$ cat config.mk
export PLATFORM = sky130hd
export DESIGN_NAME = neuron_counter
export DESIGN_NICKNAME = d
export VERILOG_FILES = /design/src/neuron_counter.sv
export SDC_FILE = /design/constraint.sdc
export NUM_CORES = 1
export LEC_CHECK = 0
export ABC_AREA = 1
export BUFFER_PORTS_ARGS = -buffer_cell sky130_fd_sc_hd__buf_2
export CORE_AREA = 3 3 40 42
export CTS_CLUSTER_SIZE = 8
export DETAILED_ROUTE_END_ITERATION = 12
export DIE_AREA = 0 0 43 45
export HOLD_SLACK_MARGIN = 0.03
export PLACE_DENSITY = 0.55
export SYNTH_ARGS = -nofsm -noshare
export SYNTH_HDL_FRONTEND = slang
export SYNTH_SLANG_ARGS = --single-unit
$ cat constraint.sdc
create_clock -name clk -period 1.55 [get_ports clk]
set_input_delay 0.155 -clock clk [delete_from_list [all_inputs] [get_ports clk]]
set_output_delay 0.155 -clock clk [all_outputs]
set_load 0.005 [all_outputs]
$ cat src/neuron_counter.sv
`timescale 1ns/100ps
`default_nettype none

module neuron_counter #(
	parameter int NUM_INPUTS = 16,
	parameter int NUM_NEURONS = 8,
	localparam int IW = (NUM_INPUTS > 1) ? $clog2(NUM_INPUTS) : 1,
	localparam int NW = (NUM_NEURONS > 1) ? $clog2(NUM_NEURONS) : 1
) (
	input wire clk,
	input wire rst,
	input wire clear_i,
	input wire step_i,
	output logic [IW-1:0] input_idx_o,
	output logic [NW-1:0] neuron_idx_o,
	output logic last_input_o,
	output logic last_neuron_o
);

	assign last_input_o = (input_idx_o == IW'(NUM_INPUTS - 1));
	assign last_neuron_o = (neuron_idx_o == NW'(NUM_NEURONS - 1));

	always_ff @(posedge clk) begin
		if (rst || clear_i) begin
			input_idx_o <= '0;
			neuron_idx_o <= '0;
		end else if (step_i) begin
			if (last_input_o) begin
				input_idx_o <= '0;
				// both wrap after the last product of the run
				if (last_neuron_o)
					neuron_idx_o <= '0;
				else
					neuron_idx_o <= neuron_idx_o + NW'(1);
			end else begin
				input_idx_o <= input_idx_o + IW'(1);
			end
		end
	end

endmodule

`default_nettype wire

==> results.yml <==
cts:
  cts_buffer_depth: 2
  postCtsHoldBufs: 0
  post-cts-setup-buffers: 0
  cts-root-buf: "clkbuf_4"
  ctsResizeCount: 0
  cts_tree: "done"
  path_clk_slew_ps: 50
  clkSinkCount: 7
  clkLatencyLatePin_ps: 250
  h-tree-depth: 1
  numCtsBuffers: 3
layout:
  final_cell_mix: "buf_2, nand2_1, nor2_1, inv_1, dfxtp_1"
  n_fill_cell: 144
  diodes: 0
  regArea_um2: 140
  num-nets-final: 73
  drive_above_1_share_pct: 30.8
  final_common_cell: "buf_2"
  syn_to_final_growth_pct: 29.6
  multi_input_area_um2: 185
floorplanning:
  ioPinCount: 13
  coreArea_um2: 1280
  num_rows: 13
  die_area_um2: 1940
  start_util_pct: 27.7
  die_w_um: 43
  die_h_um: 45
setup_path:
  cp.required_ps: 1390
  crit_buf_inv: 1
  cp_data_arrival_time_ps: 1120
  endpoint_kind: "output port"
  cpMaxStageDelayCell: "dfxtp_1"
  path_max_fanout: 4
  crit_path_start_kind: "flip-flop"
  crit_type: "reg -> out"
  path_common_cell: "ha_1"
  path_cells: "ha_1, ha_1, buf_2"
  cpPeakStageDelay_ps: 340
  path_delay_family: "adder cells"
synthesis:
  ys_warn_count: 0
  syn-num-nets: 56
  ys_seq_elements: 7
  netlist_instances: 49
  ys_types: 15
  synth_area_per_cell_um2: 7.25
  syn_area_um2: 355
  ys_seq_area_share_pct: 39.4
run_status:
  status: "finished, final reports clean"
sta:
  slew_headroom_pct: 82.7
  hold_viol: 0
  rsz0062_at_grt: "false"
  finalSetupViolCount: 0
  worst_slew_pin_slew_ps: 259
  skew_ps: 4.37
  fin_tns_setup_ps: 0
  fmax_mhz: 782
  slew_viol_final: 0
  fin_ws_ps: 270
  period_needed_ps: 1280
  fin_crit_sh_pct: 82.6
grt:
  grt_overflow: 0
  grt_use_met2_pct: 12.9
  grt_pass1_wl_um: 1140
  grt_util_all_layers_pct: 8.68
  antenna_found_initial: 0
  use_met1_pct: 8.98
  top_usage_layer: "met2"
  grt_pass1_vias: 279
  grt_util_met3_pct: 5.98
  grt_max_degree: 8
routing:
  postRouteAntennaNets: 0
  drtPass1Iterations: 2
  post-route-drc-count: 0
  drt_iter0_markers: 1
  wirelength_um: 705
  post_drt_via_cell_ratio: 4.38
  vias: 350
  post_drt_wl_per_cell_um: 8.81
power:
  power.density_nw_per_um2: 813
  vdd_drop_max_mv: 0.474
  power.leakage_uw: 0.000207
worst_hold_path:
  hold_path_class: "in -> reg"
placement:
  io_buffers: 12
  gp_congestion: 0.725
  pre_cts_ws_ps: 425
  dpl.hpwl_um: 546
job:
  maxCapViolations: 0
## flip-flops by register name, indices dropped and copies added, names as in the netlist
signal	cells
input_idx_o	4
neuron_idx_o	3
## metrics by stage
stage	std cells	util [%]	hold slack, ps	instance area, um^2	total power [uW]
finish	80	35.8	154	460	374
global route	80	35.8	153	460	402
CTS	80	35.8	142	460	387
detailed placement	76	33.8	417	434	211
global placement	76	33.8	416	434	210
floorplan	49	-	244	355	199
## final timing paths
check | start | end | slack (ps) | depth (start not counted)
max reg2reg | input_idx_o[0]$_SDFFE_PP0P_ | input_idx_o[3]$_SDFFE_PP0P_ | 420 | 6
min reg2reg | neuron_idx_o[1]$_SDFFE_PP0P_ | neuron_idx_o[1]$_SDFFE_PP0P_ | 490 | 2
min | step_i | input_idx_o[1]$_SDFFE_PP0P_ | 150 | 2
max | neuron_idx_o[0]$_SDFFE_PP0P_ | last_neuron_o | 270 | 3
## Yosys cell counts
master,number,area (um^2)
nor2_4,1,11.3
o21ai_1,1,5.00
a21oi_1,2,10.0
dfxtp_1,7,140
nand2_1,10,37.5
inv_2,1,3.75
nor2_2,2,12.5
nor2_1,8,30.0
ha_1,3,37.5
xnor2_1,1,8.76
o21ai_0,3,15.0
nand4_1,1,6.26
inv_1,7,26.3
nand3_1,1,5.00
nand2_2,1,6.26
## cell families after synthesis
family                     count (synthesis)  synth area share, %
adders and majority gates                  3                 10.6
and+or+nand+nor                           24                 30.6
buffers and inverters                      8                 8.45
DFF                                        7                 39.4
AOI/OAI and AO/OA                          6                 8.45
xor gates and xnor gates                   1                 2.47
## layer usage
metal	vias up	share of wire, %	wire length, um
met5	-	0	0
met4	0	0	0
met3	0	8.8	62
met2	13	46	326
met1	152	45	316
li1	185	-	-
## where the power goes
group / switching, uW / internal [uW] / total, uW
Sequential: 2.83 / 183 / 185
Combinational: 11.6 / 9.63 / 21.3
Clock: 69.3 / 98.4 / 168
Total: 83.8 / 291 / 374
## area by class of cell
class	instances	share of cell area, %
repair buffers	12	13.0
multi-input cells	34	40.2
inverters	8	6.52
well taps	15	4.08
flip-flops and latches	7	30.4
clock buffers	4	5.71
No activity file was read; power rests on OpenSTA's default activity.
