$ cat src/rnn_pkg.sv
`default_nettype none

package rnn_pkg;

	// fixed-point formats
	localparam int FRAC_BITS = 16;
	localparam int WEIGHT_SHIFT = 8;

	// tanh table, entry k holds tanh(k/256)
	localparam int LUT_DEPTH = 1025;
	localparam int LUT_ADDR_W = 11;

	typedef logic signed [31:0] q16_t;
	typedef logic signed [7:0] coef_t;
	typedef logic [31:0] lut_word_t;

	typedef enum logic {
		ACT_TANH = 1'b0,
		ACT_SIGMOID = 1'b1
	} act_sel_e;

	localparam q16_t ONE_Q = q16_t'(1 << FRAC_BITS);
	localparam q16_t HALF_Q = q16_t'(1 << (FRAC_BITS - 1));

	// activation magnitude, seen whole or split for the table lookup
	typedef union packed {
		q16_t raw;
		struct packed {
			// nonzero means magnitude of 4.0 or more
			logic [13:0] sat_bits;
			logic [9:0] lut_idx;
			logic [7:0] frac;
		} f;
	} act_arg_u;

endpackage

`default_nettype wire

$ cat src/coef_mem.sv
`timescale 1ns/100ps
`default_nettype none

module coef_mem #(
	parameter int NUM_INPUTS = 16,
	parameter int NUM_NEURONS = 8,
	localparam int DEPTH = NUM_INPUTS * NUM_NEURONS + NUM_NEURONS,
	localparam int CAW = $clog2(DEPTH),
	localparam int IW = (NUM_INPUTS > 1) ? $clog2(NUM_INPUTS) : 1,
	localparam int NW = (NUM_NEURONS > 1) ? $clog2(NUM_NEURONS) : 1
) (
	input wire clk,
	input wire we_i,
	input wire [CAW-1:0] addr_i,
	input wire rnn_pkg::coef_t data_i,
	input wire [IW-1:0] input_idx_i,
	input wire [NW-1:0] neuron_idx_i,
	output rnn_pkg::coef_t weight_o,
	output rnn_pkg::coef_t bias_o
);

	rnn_pkg::coef_t mem [DEPTH];
	logic [CAW-1:0] w_addr;
	logic [CAW-1:0] b_addr;

	// weight for input i, neuron n at i*NUM_NEURONS+n, biases after the weights
	assign w_addr = CAW'(input_idx_i) * CAW'(NUM_NEURONS) + CAW'(neuron_idx_i);
	assign b_addr = CAW'(NUM_INPUTS * NUM_NEURONS) + CAW'(neuron_idx_i);

	always_ff @(posedge clk) begin
		if (we_i)
			mem[addr_i] <= data_i;
	end

	assign weight_o = mem[w_addr];
	assign bias_o = mem[b_addr];

endmodule

`default_nettype wire

$ cat config.mk
export PLATFORM = sky130hd
export DESIGN_NAME = coef_mem
export DESIGN_NICKNAME = d
export VERILOG_FILES = /design/src/rnn_pkg.sv /design/src/coef_mem.sv
export SDC_FILE = /design/constraint.sdc
export NUM_CORES = 1
export LEC_CHECK = 0
export CORE_UTILIZATION = 66
export CTS_CLUSTER_DIAMETER = 30
export DETAILED_ROUTE_END_ITERATION = 10
export DONT_BUFFER_PORTS = 1
export MAX_ROUTING_LAYER = met4
export PLACE_DENSITY_LB_ADDON = 0.25
export SLEW_MARGIN = 10
export SYNTH_ARGS = -nofsm -noshare
export SYNTH_HDL_FRONTEND = slang
export SYNTH_SLANG_ARGS = --single-unit
$ cat constraint.sdc
create_clock -name clk -period 9.16 [get_ports clk]
set_input_delay 0.916 -clock clk [delete_from_list [all_inputs] [get_ports clk]]
set_output_delay 0.916 -clock clk [all_outputs]
set_load 0.1 [all_outputs]
==> results.toml <==
[sta]
finalCriticalPeriod_ns = 4.34
period_share_pct = 47.4
tns_ns = 0
relSlewSlack_pct = 15.5
clock.fmax_ghz = 0.230
slew_violations = 0
tightest_slew_ns = 1.26
finalSetupViolCount = 0
rsz0062_at_grt = "no"
hold_viol_final = 0
hold_slack_ns = 0.287

[clocking]
cts_tree = "built"
clock-root-buffer = "clkbuf_16"
cts_setup_buffers = 0
path_clk_slew_ns = 0.05
cts_made_buffers = 161
clock_sinks = 1088
htreeDepth = 4
hold_buffers = 0
clockBufferDepth = 3
cts_resized = 0

[floorplanning]
rows = 92
die_h_um = 254
die-area_mm2 = 0.0645
core_mm2 = 0.0629
start_util_pct = 66.7
die_x_um = 254
boundaryPins = 41

[power_and_ir_drop]
p_per_area_mw_per_mm2 = 250
power.total_mw = 12.0
worst_ir_drop_vdd_mv = 0.213
p_leak_nw = 14.9

[synthesis]
synth_top_area_share_pct = 78.0
ys_seq_area_share_pct = 78.0
synth_edf_count = 1088
synth_area_leader_cell = "edfxtp_1"
synth_common_cells = "edfxtp_1, mux4_2, nor2_1"
yosysMostFrequentCell = "edfxtp_1"
netlist_instances = 1729
yosysUniqueCellTypes = 19
async_flop_share_pct = 0
syn_nets = 1754
yosysWarnings = 0
synth-main-ff-cell = "edfxtp_1"
yosys_register_bits = 1088
syn_area_mm2 = 0.0419
synth.avg_cell_area_um2 = 24.2
ys_top_cells_by_area = "edfxtp_1, mux4_2, nor2_1"

[final_layout]
largest_reg_flops = 1088
fillerInstances = 3049
reg_top3 = "mem x1088"
layout-drive-gt1-share_pct = 32.7
largest-register = "mem"
final_net_count = 1830
syn2layout_area_growth_pct = 14.6
instances_no_fill = 2791

[grt]
grt_max_degree = 273
grt_usage_pct = 34.1
grt-ovfl-total = 0
grt_antenna_before_repair = 5
grt_pass1_wl_um = 146000
grt_pass1_vias = 20582

[worst_setup_path]
worstPathArrival_ns = 3.43
path_class = "input pin to output pin"
crit_top_cell = "mux4_2"
startpoint_type = "input pin"
worst_setup_path_end_kind = "output pin"
cp_data_required_time_ns = 8.24
crit_chain = "mux4_2 -> mux4_2 -> mux4_2 -> mux2_2"
cp_slowest_cell = "mux4_2"
slowest_delay_ns = 0.61
cp_max_fo = 272

[route]
first_iter_violations = 2644
routed_wirelength_um = 101000
viasPerCell = 7.05
postRouteAntennaNets = 0
detail_route.wl_per_cell_um = 36.3
drt-pass1-iter-count = 5
vias = 19666
drc = 0

[placement]
place_congestion = 0.804
dp_cells = 2488
portBuffers = 0
dp_hpwl_um = 50400

[min_path]
hp-class = "input pin to register"

[flow_run]
maxCapViolCount = 0

[outcome]
status = "completed"
==> cell usage in the layout (no fill, tap or decap), drive strengths merged, types with 5 or more instances in the layout <==
master	n
nand3	7
mux2	16
edfxtp	1088
clkinvlp	16
nor2	136
clkbuf	182
mux4	352
inv	29
diode	5
nor2b	5
nand2	21
bufinv	15
clkinv	56
==> path summary, 6_finish.rpt <==
kind	slack [ns]	to	from	cells past startpoint
max	4.82	weight_o[2]	neuron_idx_i[0]	4
min	0.29	mem[33][2]	data_i[2]	0
==> final cells by class <==
type                    count  area (um2)  area share (%)
clock inverters           116        1220            2.54
clock buffers             182        4190            8.73
flip-flops and latches   1088       32700            68.0
repair buffers              2        15.0          0.0313
multi-input cells         552        8870            18.5
diodes                      5        12.5          0.0260
well taps                 846        1060            2.20
==> power breakdown <==
part	switching, mW	total [mW]	internal [mW]
logic	0.186	0.363	0.177
registers	0.00341	5.49	5.49
clock network	2.36	6.13	3.77
total	2.55	12.0	9.44
==> critical path, delay by kind of cell <==
kind / cells / cell delay (ns)
mux: 4 / 2.29
==> cells by family (layout without fill, tap and decap cells) <==
group | Yosys count | in the layout | synth area share (%)
mux | 368 | 368 | 19.3
other cells | 0 | 5 | 0
flops | 1088 | 1088 | 78.0
buf+inv | 89 | 300 | 0.896
simple gates | 184 | 184 | 1.80
==> per-layer routing <==
layer	share of wire (%)	track usage (%)	wire length (um)
met1	35	42.8	35100
met2	52	54.4	52400
met3	9.9	8.34	10000
met4	3.7	13.6	3790
met5	0	-	0
==> stage by stage <==
step	utilization (%)	area [um2]	worst slack, ns
6_report	76.4	48000	4.82
5_1_grt	76.4	48000	4.84
4_1_cts	76.4	48000	4.81
3_5_place_dp	67.8	42600	5.00
3_3_place_gp	67.8	42600	4.99
2_1_floorplan	-	41900	4.63
Power figures use the tool's default switching activity.
