--- config.mk ---
export PLATFORM = sky130hd
export DESIGN_NAME = dense_fsm
export DESIGN_NICKNAME = d
export VERILOG_FILES = /design/src/dense_fsm.sv
export SDC_FILE = /design/constraint.sdc
export NUM_CORES = 1
export LEC_CHECK = 0
export BUFFER_PORTS_ARGS = -buffer_cell sky130_fd_sc_hd__buf_4
export CORE_AREA = 2 2 39 41
export CTS_BUF_LIST = sky130_fd_sc_hd__clkbuf_8
export DETAILED_ROUTE_END_ITERATION = 12
export DIE_AREA = 0 0 41 43
export GPL_ROUTABILITY_DRIVEN = 0
export PLACE_DENSITY = 0.32
export SYNTH_ARGS = -nofsm -noshare
export SYNTH_HDL_FRONTEND = slang
export SYNTH_SLANG_ARGS = --single-unit
export TNS_END_PERCENT = 30
--- constraint.sdc ---
create_clock -name clk -period 1.1 [get_ports clk]
set_input_delay 0.275 -clock clk [delete_from_list [all_inputs] [get_ports clk]]
set_output_delay 0.275 -clock clk [all_outputs]
set_load 0.03 [all_outputs]
--- src/dense_fsm.sv ---
`timescale 1ns/100ps
`default_nettype none

module dense_fsm (
	input wire clk,
	input wire rst,
	input wire start_i,
	input wire last_input_i,
	input wire last_neuron_i,
	output logic cnt_clear_o,
	output logic cnt_step_o,
	output logic load_bias_o,
	output logic accum_o,
	output logic busy_o,
	output logic done_o
);

	typedef enum logic [1:0] {
		ST_IDLE,
		ST_BIAS,
		ST_PRODUCT,
		ST_DRAIN
	} state_e;

	state_e state;
	state_e state_nx;
	logic [1:0] drain_cnt;
	logic start_ok;

	// start only counts while idle
	assign start_ok = (state == ST_IDLE) && start_i;

	always_comb begin
		state_nx = state;
		case (state)
			ST_IDLE: begin
				if (start_ok)
					state_nx = ST_PRODUCT;
			end
			ST_BIAS: begin
				state_nx = ST_PRODUCT;
			end
			ST_PRODUCT: begin
				if (last_input_i)
					state_nx = last_neuron_i ? ST_DRAIN : ST_BIAS;
			end
			ST_DRAIN: begin
				// acc_valid, then two activation stages
				if (drain_cnt == 2'd2)
					state_nx = ST_IDLE;
			end
			default: begin
				state_nx = ST_IDLE;
			end
		endcase
	end

	always_ff @(posedge clk) begin
		if (rst) begin
			state <= ST_IDLE;
			drain_cnt <= 2'd0;
		end else begin
			state <= state_nx;
			if (state == ST_DRAIN)
				drain_cnt <= drain_cnt + 2'd1;
			else
				drain_cnt <= 2'd0;
		end
	end

	// first bias loads in the start cycle, the counter idles at zero
	assign cnt_clear_o = start_ok;
	assign load_bias_o = start_ok || (state == ST_BIAS);
	assign accum_o = (state == ST_PRODUCT);
	assign cnt_step_o = (state == ST_PRODUCT);
	assign busy_o = (state != ST_IDLE);
	assign done_o = (state == ST_DRAIN) && (drain_cnt == 2'd2);

endmodule

`default_nettype wire

==> run summary <==
The run gives 3 as the TritonCTS buffer count. The library cell contributing the largest single delay on the critical path is dfxtp_4. The adder-cell share of the synthesized area works out to 0.0606. In this run the mean area of a mapped cell was 8.60 µm².

The clock passes through at most 2 buffers. After detailed routing, the number of vias per cell comes to 3.86. The worst hold margin came out at 0.253 ns.

For this run, the post-layout net count is 49. Clock skew on the completed layout was measured at 0.00284 ns. The min-delay analysis places its worst path in the category input pin to flop. The library cell used as clock root buffer was clkbuf_8.

For this run, the top clock speed supported by timing is 766 MHz. The number of antenna diodes in the final layout is 0. The die is 41 µm wide.

The number of pins exceeding their max-slew limit in the final report is 0, and the portion of the clock cycle consumed by the worst path in the final layout is 1.19. Final setup slack of the worst path: -0.206 ns. Setup slack on the worst reg-to-reg path comes out at 0.11 ns.

The run gives 0 as the count of max-cap constraint violations. The final cell count without fillers is 57. The critical path endpoint was cnt_clear_o. Power spread over the standard cell area amounts to 1410 nW/µm². The area fraction in compound gates after synthesis is 0.0242. The total number of H-tree levels is 1.

For the final count of hold timing violations, the log shows 0. Counting every sink on the clock net gives 4. The later pin in the worst-skew pair is clocked with a latency of 0.21 ns. For the overall routing resource usage, the log shows 0.0813.

After filler insertion, the fill cell instance count of the layout stands at 155. The worst endpoint data arrival time is 1.03 ns, and the number of failing setup endpoints in the final timing report is 6. Origin of the worst setup path: state[0]$_SDFFE_PP0P_.

The synthesized-area fraction occupied by and/or/nand/nor cells is 0.455. Slew at the pin closest to its max-slew limit: 0.240 ns. The global-route congestion overflow total came out at 0.

After detailed routing, the number of remaining DRC violations is 0. Height of the chip: 43 µm. The area of the placeable core came out at 1380 µm². The critical path class was flop to output pin. In this run the count of I/O pins placed on the die edge is 11.

Setup repair after global routing could not meet its margin everywhere. The floorplan has 14 rows. The multiplexer share of the synthesized area works out to 0. Leaving out fill and tap cells, the most frequent cell in the layout is buf_4.

The tools report the die area as 1760 µm². The tools report the sort of element at the start of the critical path as a flop. The first global-routing pass estimated 938 µm of wire. Compared with the post-synthesis result, the final layout area differs by 109%.

For the instance count after placement with tap cells included, the log shows 53. The tools report the number of global-route vias before repair as 224. The utilization of the core after routing was 0.312; the share of cells above drive strength 1 was 0.707.

For the relative max-transition margin, the log shows 0.838. The number of hold buffers added after CTS came out at 0. Clock-pin slew was measured on the worst setup and hold paths at 0.03 ns. For the area occupied by registers, the log shows 90.1 µm². The xor and xnor area share after synthesis is 0, and the pin count of the biggest net entering global routing is 7. The flow ran to the end, but the final reports show violations. In this design, the stage delay of the slowest critical-path cell is 0.35 ns. The top cell types in the final layout, fill and taps aside, are 9 x buf_4, 6 x buf_6, 3 x nor3_1, 3 x clkbuf_8. In this run the number of cells on the critical path is 3. In this run the most critical hold path is launched from rst. On the critical path the largest part of the delay comes from flip-flops.

The tools report the synthesized instance count as 24. The number of antenna-violating nets in the routed design was 0. The minimum clock period came out at 1.31 ns.

The signal on the critical path passes through or2_4 -> nor2_4 -> buf_6. Static leakage: 0.190 nW. The number of nets in the synthesized netlist is 30. The startpoint of the worst-slack reg-to-reg timing path is state[0]$_SDFFE_PP0P_. The worst-case reg-to-reg path depth is 3. The final reports fail on negative setup slack. For this run, the number of Yosys warnings is 0.

TritonCTS built the clock tree. Across all layers, the routed design uses 220 vias. The number of detailed-routing iterations run before antenna repair was 2; the largest fanout on the critical path was 6. The first routing iteration left 4 violations. The worst register-to-register path ends at state[1]$_SDFFE_PP0P_.

The initial antenna violation count was 0. The worst setup path is captured at an output pin. For the worst setup path, the data required time is 0.82 ns.

By area, the combinational part of the netlist is dominated by simple AND/OR/NAND/NOR gates. The count of buffers added on input and output ports is 10. The final routed wirelength across all metal layers came out at 524 µm.

The number of buffers and inverters on the critical path is 1. The average wire length per cell after detail routing is 9.19 µm, and the synthesized cell area is 206 µm². The multi-input combinational cells in the finished layout cover a total of 138 µm². The synthesized design contains 4 register bits. The tools report the number of distinct standard cells referenced by the synthesized netlist as 15. The starting utilization of the core area is 0.149.

The run gives 0.388 as the sequential share of the synthesized area. The tools report the peak ir drop on the vdd network as 724 µV.
Yosys cell counts:
master	count	share of area
nand2b_1	1	0.030
buf_4	1	0.036
inv_1	2	0.036
and2b_2	1	0.042
and3_4	1	0.055
or2b_1	2	0.073
or2_2	1	0.030
nor3_1	3	0.073
ha_1	1	0.061
nand2_1	1	0.018
nor2_1	3	0.055
dfxtp_1	4	0.39
nor4bb_1	1	0.048
a21oi_1	1	0.024
nor4_1	1	0.030
worst reg2reg max path: cells and delay by family, from the launching register on:
| kind | cells | cell delay [ns] |
|---|---|---|
| DFF | 1 | 0.35 |
| buffers and inverters | 1 | 0.13 |
| and+or+nand+nor | 2 | 0.41 |
kinds of logic after synthesis:
family,Yosys count
AOI/OAI and AO/OA,1
and+or+nand+nor,15
DFF,4
adders and majority gates,1
buffers and inverters,3
metrics by stage:
step | cell area (µm²) | setup slack, ns | total power, mW | TNS [ns]
global route | 432 | -0.245 | 0.641 | -1.13
finish | 432 | -0.206 | 0.607 | -0.964
CTS | 432 | -0.214 | 0.617 | -1.01
floorplan | 218 | -0.0490 | 0.237 | -0.100
global placement | 335 | -0.0668 | 0.290 | -0.101
detailed placement | 335 | -0.0692 | 0.291 | -0.133
state kept, by name, indices dropped and copies added, names as in the netlist:
register and cells:
drain_cnt 2, state 2
how the worst min path moves through the flow:
stage,end,cells past startpoint
floorplan,drain_cnt[0]$_SDFF_PP0_,1
global placement,drain_cnt[0]$_SDFF_PP0_,1
detailed placement,drain_cnt[0]$_SDFF_PP0_,1
CTS,state[1]$_SDFFE_PP0P_,2
global route,drain_cnt[1]$_SDFF_PP0_,2
finish,state[1]$_SDFFE_PP0P_,2
per-layer routing:
| layer | vias up | GRT usage | routed length [µm] |
|---|---|---|---|
| li1 | 114 | - | - |
| met1 | 98 | 0.0900 | 229 |
| met2 | 8 | 0.109 | 244 |
| met3 | 0 | 0.0471 | 49 |
| met4 | 0 | 0.0600 | 0 |
| met5 | - | 0 | 0 |
area by class of cell:
type,count,area share
inverters,2,0.0174
repair buffers,15,0.313
clock buffers,3,0.0957
flip-flops and latches,4,0.209
multi-input cells,17,0.319
well taps,16,0.0464
what timing repair did:
action                     in CTS  in global routing
gates resized for setup        16                  0
setup buffers                   1                  0
setup endpoints to repair       6                  6
pin swaps                       4                  0
report_power, final:
group / internal (mW) / total, mW / switching, mW
clock network: 0.233 / 0.302 / 0.0695
registers: 0.151 / 0.159 / 0.00832
logic: 0.0761 / 0.146 / 0.0697
Power figures use the tool's default switching activity.
