$ cat config.mk
export PLATFORM = sky130hd
export DESIGN_NAME = mac_accum
export DESIGN_NICKNAME = d
export VERILOG_FILES = /design/src/rnn_pkg.sv /design/src/mac_accum.sv
export SDC_FILE = /design/constraint.sdc
export NUM_CORES = 1
export LEC_CHECK = 0
export BUFFER_PORTS_ARGS = -buffer_cell sky130_fd_sc_hd__buf_4
export CAP_MARGIN = 20
export CORE_MARGIN = 2
export CORE_UTILIZATION = 63
export DETAILED_ROUTE_END_ITERATION = 7
export GPL_TIMING_DRIVEN = 0
export PLACE_DENSITY_LB_ADDON = 0.25
export SYNTH_ARGS = -nofsm -noshare
export SYNTH_HDL_FRONTEND = slang
export SYNTH_SLANG_ARGS = --single-unit
$ cat constraint.sdc
create_clock -name clk -period 6.33 [get_ports clk]
set_input_delay 0.3165 -clock clk [delete_from_list [all_inputs] [get_ports clk]]
set_output_delay 0.3165 -clock clk [all_outputs]
set_load 0.1 [all_outputs]
$ cat src/rnn_pkg.sv
`default_nettype none

package rnn_pkg;

	// fixed-point formats
	localparam int FRAC_BITS = 16;
	localparam int WEIGHT_SHIFT = 8;

	// tanh table, entry k holds tanh(k/256)
	localparam int LUT_DEPTH = 1025;
	localparam int LUT_ADDR_W = 11;

	typedef logic signed [31:0] q16_t;
	typedef logic signed [7:0] coef_t;
	typedef logic [31:0] lut_word_t;

	typedef enum logic {
		ACT_TANH = 1'b0,
		ACT_SIGMOID = 1'b1
	} act_sel_e;

	localparam q16_t ONE_Q = q16_t'(1 << FRAC_BITS);
	localparam q16_t HALF_Q = q16_t'(1 << (FRAC_BITS - 1));

	// activation magnitude, seen whole or split for the table lookup
	typedef union packed {
		q16_t raw;
		struct packed {
			// nonzero means magnitude of 4.0 or more
			logic [13:0] sat_bits;
			logic [9:0] lut_idx;
			logic [7:0] frac;
		} f;
	} act_arg_u;

endpackage

`default_nettype wire

$ cat src/mac_accum.sv
`timescale 1ns/100ps
`default_nettype none

module mac_accum #(
	parameter int NUM_NEURONS = 8,
	localparam int NW = (NUM_NEURONS > 1) ? $clog2(NUM_NEURONS) : 1
) (
	input wire clk,
	input wire rst,
	input wire load_bias_i,
	input wire accum_i,
	input wire rnn_pkg::coef_t bias_i,
	input wire rnn_pkg::coef_t weight_i,
	input wire rnn_pkg::q16_t feature_i,
	input wire [NW-1:0] neuron_idx_i,
	output logic acc_valid_o,
	output logic [NW-1:0] acc_idx_o,
	output rnn_pkg::q16_t acc_o
);

	rnn_pkg::q16_t acc;
	logic signed [39:0] prod;
	logic pending;

	// low 32 bits of weight*feature, same as the Q16.16 product of weight<<16
	assign prod = weight_i * feature_i;

	always_ff @(posedge clk) begin
		if (load_bias_i)
			acc <= rnn_pkg::q16_t'(bias_i) <<< rnn_pkg::FRAC_BITS;
		else if (accum_i)
			acc <= acc + prod[31:0];
		if (accum_i)
			acc_idx_o <= neuron_idx_i;
	end

	always_ff @(posedge clk) begin
		if (rst)
			pending <= 1'b0;
		else
			pending <= accum_i;
	end

	// sum is complete in the first cycle without a product
	assign acc_valid_o = pending && !accum_i;
	assign acc_o = acc >>> rnn_pkg::WEIGHT_SHIFT;

endmodule

`default_nettype wire

==> flow_summary.toml, run 1 <==
[grt]
grt_pass1_wl_um = 36800
grt_max_degree = 18
antenna_found_initial = 0
grt_overflow_total = 0
grt_pass1_vias = 7355
grt_use_total_pct = 30.0

[logic_synthesis]
synth-warning-count = 0
yosys.cell_types.count = 56
synth_edf_count = 19
async_reset_ff_share_pct = 0
syn_inst = 971
synth_largest_area_cell = "fa_1"
synthSimpleGateAreaFrac_pct = 17.9
synthAdderAreaFrac_pct = 50.0
synth_flop_cell = "edfxtp_1"
ys_top_cells_by_area = "fa_1 41%, ha_1 9.1%, and2_1 8.2%"
synth.most_common_cell = "fa_1"
ys_top_cells_by_count = "187 x fa_1, 160 x inv_1, 120 x and2_1, 106 x nand2_1, 67 x ha_1"
ys_seq_area_share_pct = 9.94
synthMuxAreaShare_pct = 1.87
syn_area_per_cell_um2 = 9.44
yosys.area.top_type_share_pct = 40.8
netlist_area_mm2 = 0.00917
syn_nets = 1280
synth_top_family_by_area = "adder cells"
ys_ff_latch = 36
synth_xor_area_share_pct = 3.34
synth_compound_area_share_pct = 6.67

[sta]
drv_slew = 0
grt_setup_unrepaired = "no"
fin_crit_ns = 6.00
min_period_over_period_pct = 94.8
setup_viol = 0
clock_skew_ns = 0.0231
slew_headroom_pct = 46.1
tightest_slew_ns = 0.808
layout_setup_ws_ns = 0.329
hold_viol_final = 0
setup_tns_ns = 0
clock.fmax_mhz = 167

[floorplan]
start_util_pct = 63.8
std_cell_rows = 44
io_pins = 91
fp.dieW_um = 125
fp.dieH_um = 125
die-area_mm2 = 0.0155
core_area_mm2 = 0.0144

[final_layout]
area_growth_pct = 11.4
antennaDiodeCount = 0
multi_input_area_mm2 = 0.00731
postLayoutCoreUtil_pct = 71.1
fillers = 1165
drive_above_1_share_pct = 13.7
fin_nets = 1377
regArea_um2 = 911

[setup_path]
worst-r2r-setup-slack_ns = 1.03
cp_num_buf_inv = 4
cp.arrival_ns = 6.02
worst_setup_path_end_kind = "flop"
crit_slowest_cell = "fa_1"
crit_path_max_fanout = 10
critPathTopFamily = "adder cells"
worstPathRequired_ns = 6.35
worstPathCellList = "buf_4, clkbuf_1, clkbuf_1, nand2_1, fa_1, fa_1, inv_1, fa_1, fa_1, fa_1, ha_1, o21a_1, o31a_1, o21ai_2, o2bb2ai_2, o31ai_1, o31ai_2, mux2i_1, nand4_1"
crit_top_cell = "fa_1"
slowest_delay_ns = 0.55
cp-start-kind = "input port"
path_class = "input port to flop"

[routing]
drtPass1Iterations = 8
wire_per_inst_um = 17.3
vias_per_cell = 5.51
wl_um = 21700
dr_wl_met2_um = 10500
wl_met3_um = 1500
final_antenna_net_count = 0
highest_layer = "met4"
drc = 0
met1_length_um = 9080
drt-initial-drc-count = 411
via_count = 6906

[clocking]
cts-root-buf = "clkbuf_16"
clkSinkCount = 36
clkTransAtPathRegs_ns = 0.06
worstSkewPairLatency_ns = 0.31
cts_buffer_depth = 2
cts_tree = "yes"
htreeDepth = 2
post_cts_buffers = 0
hold_buffers = 0
ctsResizeCount = 0
cts_buffers = 5

[job]
max-cap-violations = 0

[place]
gp_congestion = 0.880
pre_cts_ws_ns = 0.0677
dp_hpwl_um = 17900
port_buffers = 90

[outcome]
status = "finished, final reports clean"

[hold_path]
hold_path.class = "input port to flop"
==> worst reg2reg max path, delay by kind of cell, from the launching register on <==
family          cells  cell delay (ns)
fa+ha+maj           6             2.77
compound gates      6             1.40
flops               1             0.32
buf+inv             4             0.22
mux                 1             0.23
simple gates        1             0.10
==> area by class of cell <==
type	instances	area share, %
buffer	60	3.39
multi-input combinational	715	71.6
timing repair buffer	90	6.61
inverter	160	5.88
tap	184	2.25
clock buffer	7	1.30
sequential	36	8.92
clock inverter	1	0.0857
==> placed cells by master, fill, tap and decap left out, types with 11 or more instances in the layout <==
| cell type | instances |
|---|---|
| a21oi_1 | 19 |
| and2_1 | 120 |
| buf_4 | 122 |
| clkbuf_1 | 27 |
| dfxtp_1 | 17 |
| edfxtp_1 | 19 |
| fa_1 | 187 |
| ha_1 | 67 |
| inv_1 | 160 |
| mux2i_1 | 16 |
| nand2_1 | 106 |
| nor2_1 | 49 |
| o21ai_0 | 16 |
| xnor2_1 | 24 |
| xor2_1 | 11 |
==> flip-flops by register name (all words and copies together), names as in the netlist <==
signal and count:
acc_idx_o 3, acc 32, pending 1
==> final timing paths <==
check | endpoint | from | cells after the start
max | acc[30] | weight_i[3] | 19
min | pending | rst | 2
max reg2reg | acc[30] | acc[6] | 18
min reg2reg | acc[5] | acc[5] | 2
==> routing by layer <==
metal,vias up,GRT usage [%]
met1,3432,41.3
met4,0,10.4
met2,270,49.0
met5,-,0
met3,45,4.51
li1,3159,-
==> kinds of logic (layout without fill, tap and decap cells) <==
logic type               count (synthesis)  count (layout)
buffers and inverters                  220             318
flip-flops                              36              36
XOR/XNOR                                35              35
AO/OA/AOI/OAI                           86              86
adder cells (fa/ha/maj)                254             254
multiplexers                            17              17
AND/OR/NAND/NOR                        323             323
==> per-stage QoR <==
step | hold WS (ns) | cells | instance area (um^2)
final | 0.171 | 1253 | 10200
after global routing | 0.172 | 1253 | 10200
after CTS | 0.169 | 1253 | 10200
after detailed placement | 0.476 | 1245 | 10100
after global placement | 0.471 | 1245 | 10100
after floorplan | 0.388 | 971 | 9170
Power of run 1 is left out: the tool's default activity adds up to more than one toggle a clock period on the data nets, which glitch-free logic cannot reach.
==> inputs of run 2 (changes only) <==
Settings changed: ABC_AREA from default to 1.
==> flow_summary.toml, run 2 <==
[logic_synthesis]
ys_top_cells_by_count = "344 x nand2_1, 316 x inv_1, 187 x fa_1, 67 x ha_1, 57 x nor2_1"
netlist_area_mm2 = 0.00972
syn_inst = 1272
synth.most_common_cell = "nand2_1"
yosys.cell_types.count = 40
syn_area_per_cell_um2 = 7.64
ys_ff_latch = 36
synth_flop_cell = "edfxtp_1"
synth_edf_count = 19
ys_top_cells_by_area = "fa_1 39%, nand2_1 13%, inv_1 12%"
async_reset_ff_share_pct = 0
synth-warning-count = 0
ys_seq_area_share_pct = 9.37
syn_nets = 1581
yosys.area.top_type_share_pct = 38.5
synth_largest_area_cell = "fa_1"

[grt]
antenna_found_initial = 0
grt_max_degree = 26
grt_pass1_vias = 8340
grt_overflow_total = 0
grt_pass1_wl_um = 41700
grt_use_total_pct = 33.0

[hold_path]
hold_path.class = "input port to flop"

[final_layout]
fillers = 1294
drive_above_1_share_pct = 10.7
fin_nets = 1650
fin_area_mm2 = 0.0106
final_cell_mix = "344 x nand2_1, 316 x inv_1, 187 x fa_1"
largestRegisters = "acc: 32 flops, acc_idx_o: 3 flops, pending: 1 flops"
multi_input_area_mm2 = 0.00713
mostFrequentLayoutCell = "nand2_1"
regArea_um2 = 911
regMostFlops = "acc"
antennaDiodeCount = 0
area_growth_pct = 8.74
largest_register_ffs = 32

[floorplan]
fp.dieW_um = 128
std_cell_rows = 45
die-area_mm2 = 0.0164
io_pins = 91
fp.dieH_um = 128
core_area_mm2 = 0.0151
start_util_pct = 64.2

[routing]
wire_per_inst_um = 16.7
via_count = 8194
vias_per_cell = 5.36
drtPass1Iterations = 5
wl_um = 25600
drt-initial-drc-count = 566
final_antenna_net_count = 0
drc = 0

[clocking]
cts-root-buf = "clkbuf_16"
htreeDepth = 2
worstSkewPairLatency_ns = 0.28
clkTransAtPathRegs_ns = 0.06
clkSinkCount = 36
cts_buffers = 5
cts_tree = "yes"
cts_buffer_depth = 2
ctsResizeCount = 0
post_cts_buffers = 0
hold_buffers = 0

[place]
port_buffers = 62
post_dp_cell_area_mm2 = 0.0104
gp_congestion = 1.00
dp_hpwl_um = 21500

[sta]
hold_viol_final = 0
clock_skew_ns = 0.00469
holdWs_ns = 0.183
tightest_slew_ns = 0.967
grt_setup_unrepaired = "no"
setup_tns_ns = 0
clock.fmax_mhz = 172
setup_viol = 0
drv_slew = 0
slew_headroom_pct = 35.5
fin_crit_ns = 5.83
min_period_over_period_pct = 92.0

[outcome]
status = "finished, final reports clean"

[setup_path]
worst_setup_path_end_kind = "flop"
cp-start-kind = "input port"
worstPathRequired_ns = 6.36
crit_path_max_fanout = 10
path_class = "input port to flop"
cp.arrival_ns = 5.86

[job]
max-cap-violations = 0
run 2: cell count changes after synthesis, sizes merged, moves of 8 or more:
cell	delta
xor2	-8
o22ai	+8
o21ai	+13
nor2	+12
xnor2	-15
nor2b	-8
buf	+10
nand3	+28
clkbuf	+15
nand2	+242
mux2i	-16
inv	+156
a21oi	+22
and2	-121
run 2: metal layers:
layer / global-route usage, % / part of all wire (%)
met1: 46.2 / 43
met2: 55.0 / 47
met3: 5.26 / 8.3
met4: 6.85 / 2.2
met5: 0 / 0
run 2: worst paths after layout:
path	from	endpoint	depth (start not counted)	slack, ns
max	weight_i[3]	acc[28]	21	0.50
min	rst	pending	2	0.18
max reg2reg	acc[6]	acc[28]	20	1.61
min reg2reg	acc[0]	acc[0]	2	0.48
run 2: final cells by class:
cell class	instances	area share [%]
tap	188	2.23
multi-input combinational	834	67.5
clock inverter	2	0.0947
buffer	85	4.58
clock buffer	6	1.31
timing repair buffer	62	4.40
inverter	317	11.3
sequential	36	8.62
run 2: kinds of logic (layout without fill, tap and decap cells):
kind of cell | after synthesis | in the layout | share of synthesized area (%)
buffers and inverters | 402 | 472 | 17.2
xor gates and xnor gates | 12 | 12 | 1.08
and+or+nand+nor | 470 | 470 | 19.6
AOI/OAI and AO/OA | 98 | 98 | 5.52
DFF | 36 | 36 | 9.37
adders and majority gates | 254 | 254 | 47.1
run 2: critical path, stage by stage:
cell	delay [ns]
buf_4	0.09
clkbuf_1	0.56
buf_1	0.72
nand2_1	0.16
fa_1	0.53
fa_1	0.54
inv_1	0.05
fa_1	0.47
fa_1	0.52
fa_1	0.42
ha_1	0.36
a21oi_1	0.23
o21ai_2	0.12
nand2_1	0.09
nand2_2	0.09
nand2_1	0.08
nand2_1	0.08
nand2_1	0.09
nand3_1	0.10
nor2_1	0.14
o21ai_2	0.08
run 2: per-stage QoR:
stage	utilization (%)	worst slack (ns)	std cells
finish	69.8	0.504	1530
CTS	69.8	0.539	1530
floorplan	-	1.48	1272
global placement	68.8	0.257	1522
detailed placement	68.8	0.243	1522
global route	69.8	0.169	1530
Power of run 2 is left out for the same reason.
==> inputs of run 3 (changes only) <==
Settings changed: CORE_MARGIN 2 to default.
==> flow_summary.toml, run 3 (same netlist as run 2, synthesis figures left out) <==
[routing]
drc = 0
wire_per_inst_um = 16.6
drtPass1Iterations = 5
vias_per_cell = 5.36
wl_um = 25500
via_count = 8206
final_antenna_net_count = 0
drt-initial-drc-count = 541

[setup_path]
worstReg2RegStart = "acc[6]"
r2r-end = "acc[28]"
slowest_delay_ns = 0.75
worstPathCellList = "buf_4, clkbuf_1, buf_1, nand2_1, fa_1, fa_1, inv_1, fa_1, fa_1, fa_1, ha_1, a21oi_1, o21ai_2, nand2_1, nand2_2, nand2_1, nand2_1, nand2_1, nand3_1, nor2_1, o21ai_2"
worst-r2r-setup-slack_ns = 1.57
cp-start-kind = "input port"
crit_path_max_fanout = 10
r2r_cells = 20
path_class = "input port to flop"
worstPathRequired_ns = 6.36
critPathTopFamily = "adder cells"
cp_num_buf_inv = 4
cp.arrival_ns = 5.96
worst_setup_path_end_kind = "flop"
crit_slowest_cell = "buf_1"

[hold_path]
min_from = "rst"
whs_endpoint = "pending"
hold_path.class = "input port to flop"
hold_path_depth = 2

[job]
max-cap-violations = 0

[grt]
grt_overflow_total = 0
antenna_found_initial = 0
grt_pass1_vias = 8358
grt_pass1_wl_um = 41500
grt_use_total_pct = 34.2
grt_max_degree = 26

[floorplan]
start_util_pct = 64.2
std_cell_rows = 45
core_area_mm2 = 0.0151
die-area_mm2 = 0.0159
fp.dieH_um = 126
io_pins = 91
fp.dieW_um = 126

[final_layout]
fin_nets = 1650
fillers = 1270
final_cell_mix = "344 x nand2_1, 316 x inv_1, 187 x fa_1"
postLayoutCoreUtil_pct = 69.8
fin_area_mm2 = 0.0106
antennaDiodeCount = 0
largest_register_ffs = 32
largestRegisters = "acc: 32 flops, acc_idx_o: 3 flops, pending: 1 flops"
area_growth_pct = 8.74
regMostFlops = "acc"
drive_above_1_share_pct = 10.7
mostFrequentLayoutCell = "nand2_1"

[sta]
hold_viol_final = 0
tightest_slew_ns = 1.00
clock.fmax_mhz = 169
holdWs_ns = 0.188
slew_headroom_pct = 33.3
fin_crit_ns = 5.93
grt_setup_unrepaired = "no"
drv_slew = 0
setup_tns_ns = 0
clock_skew_ns = 0.00902
setup_viol = 0
min_period_over_period_pct = 93.6

[clocking]
htreeDepth = 2
hold_buffers = 0
clkSinkCount = 36
post_cts_buffers = 0
clkTransAtPathRegs_ns = 0.06
cts_buffers = 5
cts_buffer_depth = 2
cts-root-buf = "clkbuf_16"
ctsResizeCount = 0
worstSkewPairLatency_ns = 0.29
cts_tree = "yes"

[outcome]
status = "finished, final reports clean"

[place]
post_dp_cell_area_mm2 = 0.0104
port_buffers = 62
gp_congestion = 0.980
dp_hpwl_um = 21200
## run 3: cell counts in the layout (fill, tap and decap cells not counted)
Identical to the previous run, type by type.
## run 3: area by class of cell
class	count	area (um^2)	area share (%)
Clock buffer	6	139	1.31
Sequential cell	36	911	8.62
Timing Repair Buffer	62	465	4.40
Buffer	85	484	4.58
Multi-Input combinational cell	834	7130	67.5
Inverter	317	1190	11.3
Clock inverter	2	10.0	0.0947
Tap cell	188	235	2.23
## run 3: per-layer routing
metal  vias up  track usage (%)  wire length (um)
met5         -                0                 0
met4         0             10.1               847
met3        44             6.97              2250
met2       350             55.5             11600
met1      3989             46.5             10800
li1       3823                -                 -
## run 3: stage by stage
stage | cells | setup WS [ns]
2_1_floorplan | 1272 | 1.48
3_3_place_gp | 1522 | 0.234
3_5_place_dp | 1522 | 0.193
4_1_cts | 1530 | 0.487
5_1_grt | 1530 | 0.157
6_report | 1530 | 0.403
## run 3: worst max-delay path by stage
stage	cells past startpoint	start	slack [ns]	to
3_3_place_gp	21	weight_i[3]	0.23	acc[28]
5_1_grt	21	weight_i[3]	0.16	acc[28]
2_1_floorplan	20	weight_i[3]	1.48	acc[20]
4_1_cts	21	weight_i[3]	0.49	acc[28]
3_5_place_dp	21	weight_i[3]	0.19	acc[28]
6_report	21	weight_i[3]	0.40	acc[28]
Power of run 3 is left out for the same reason.
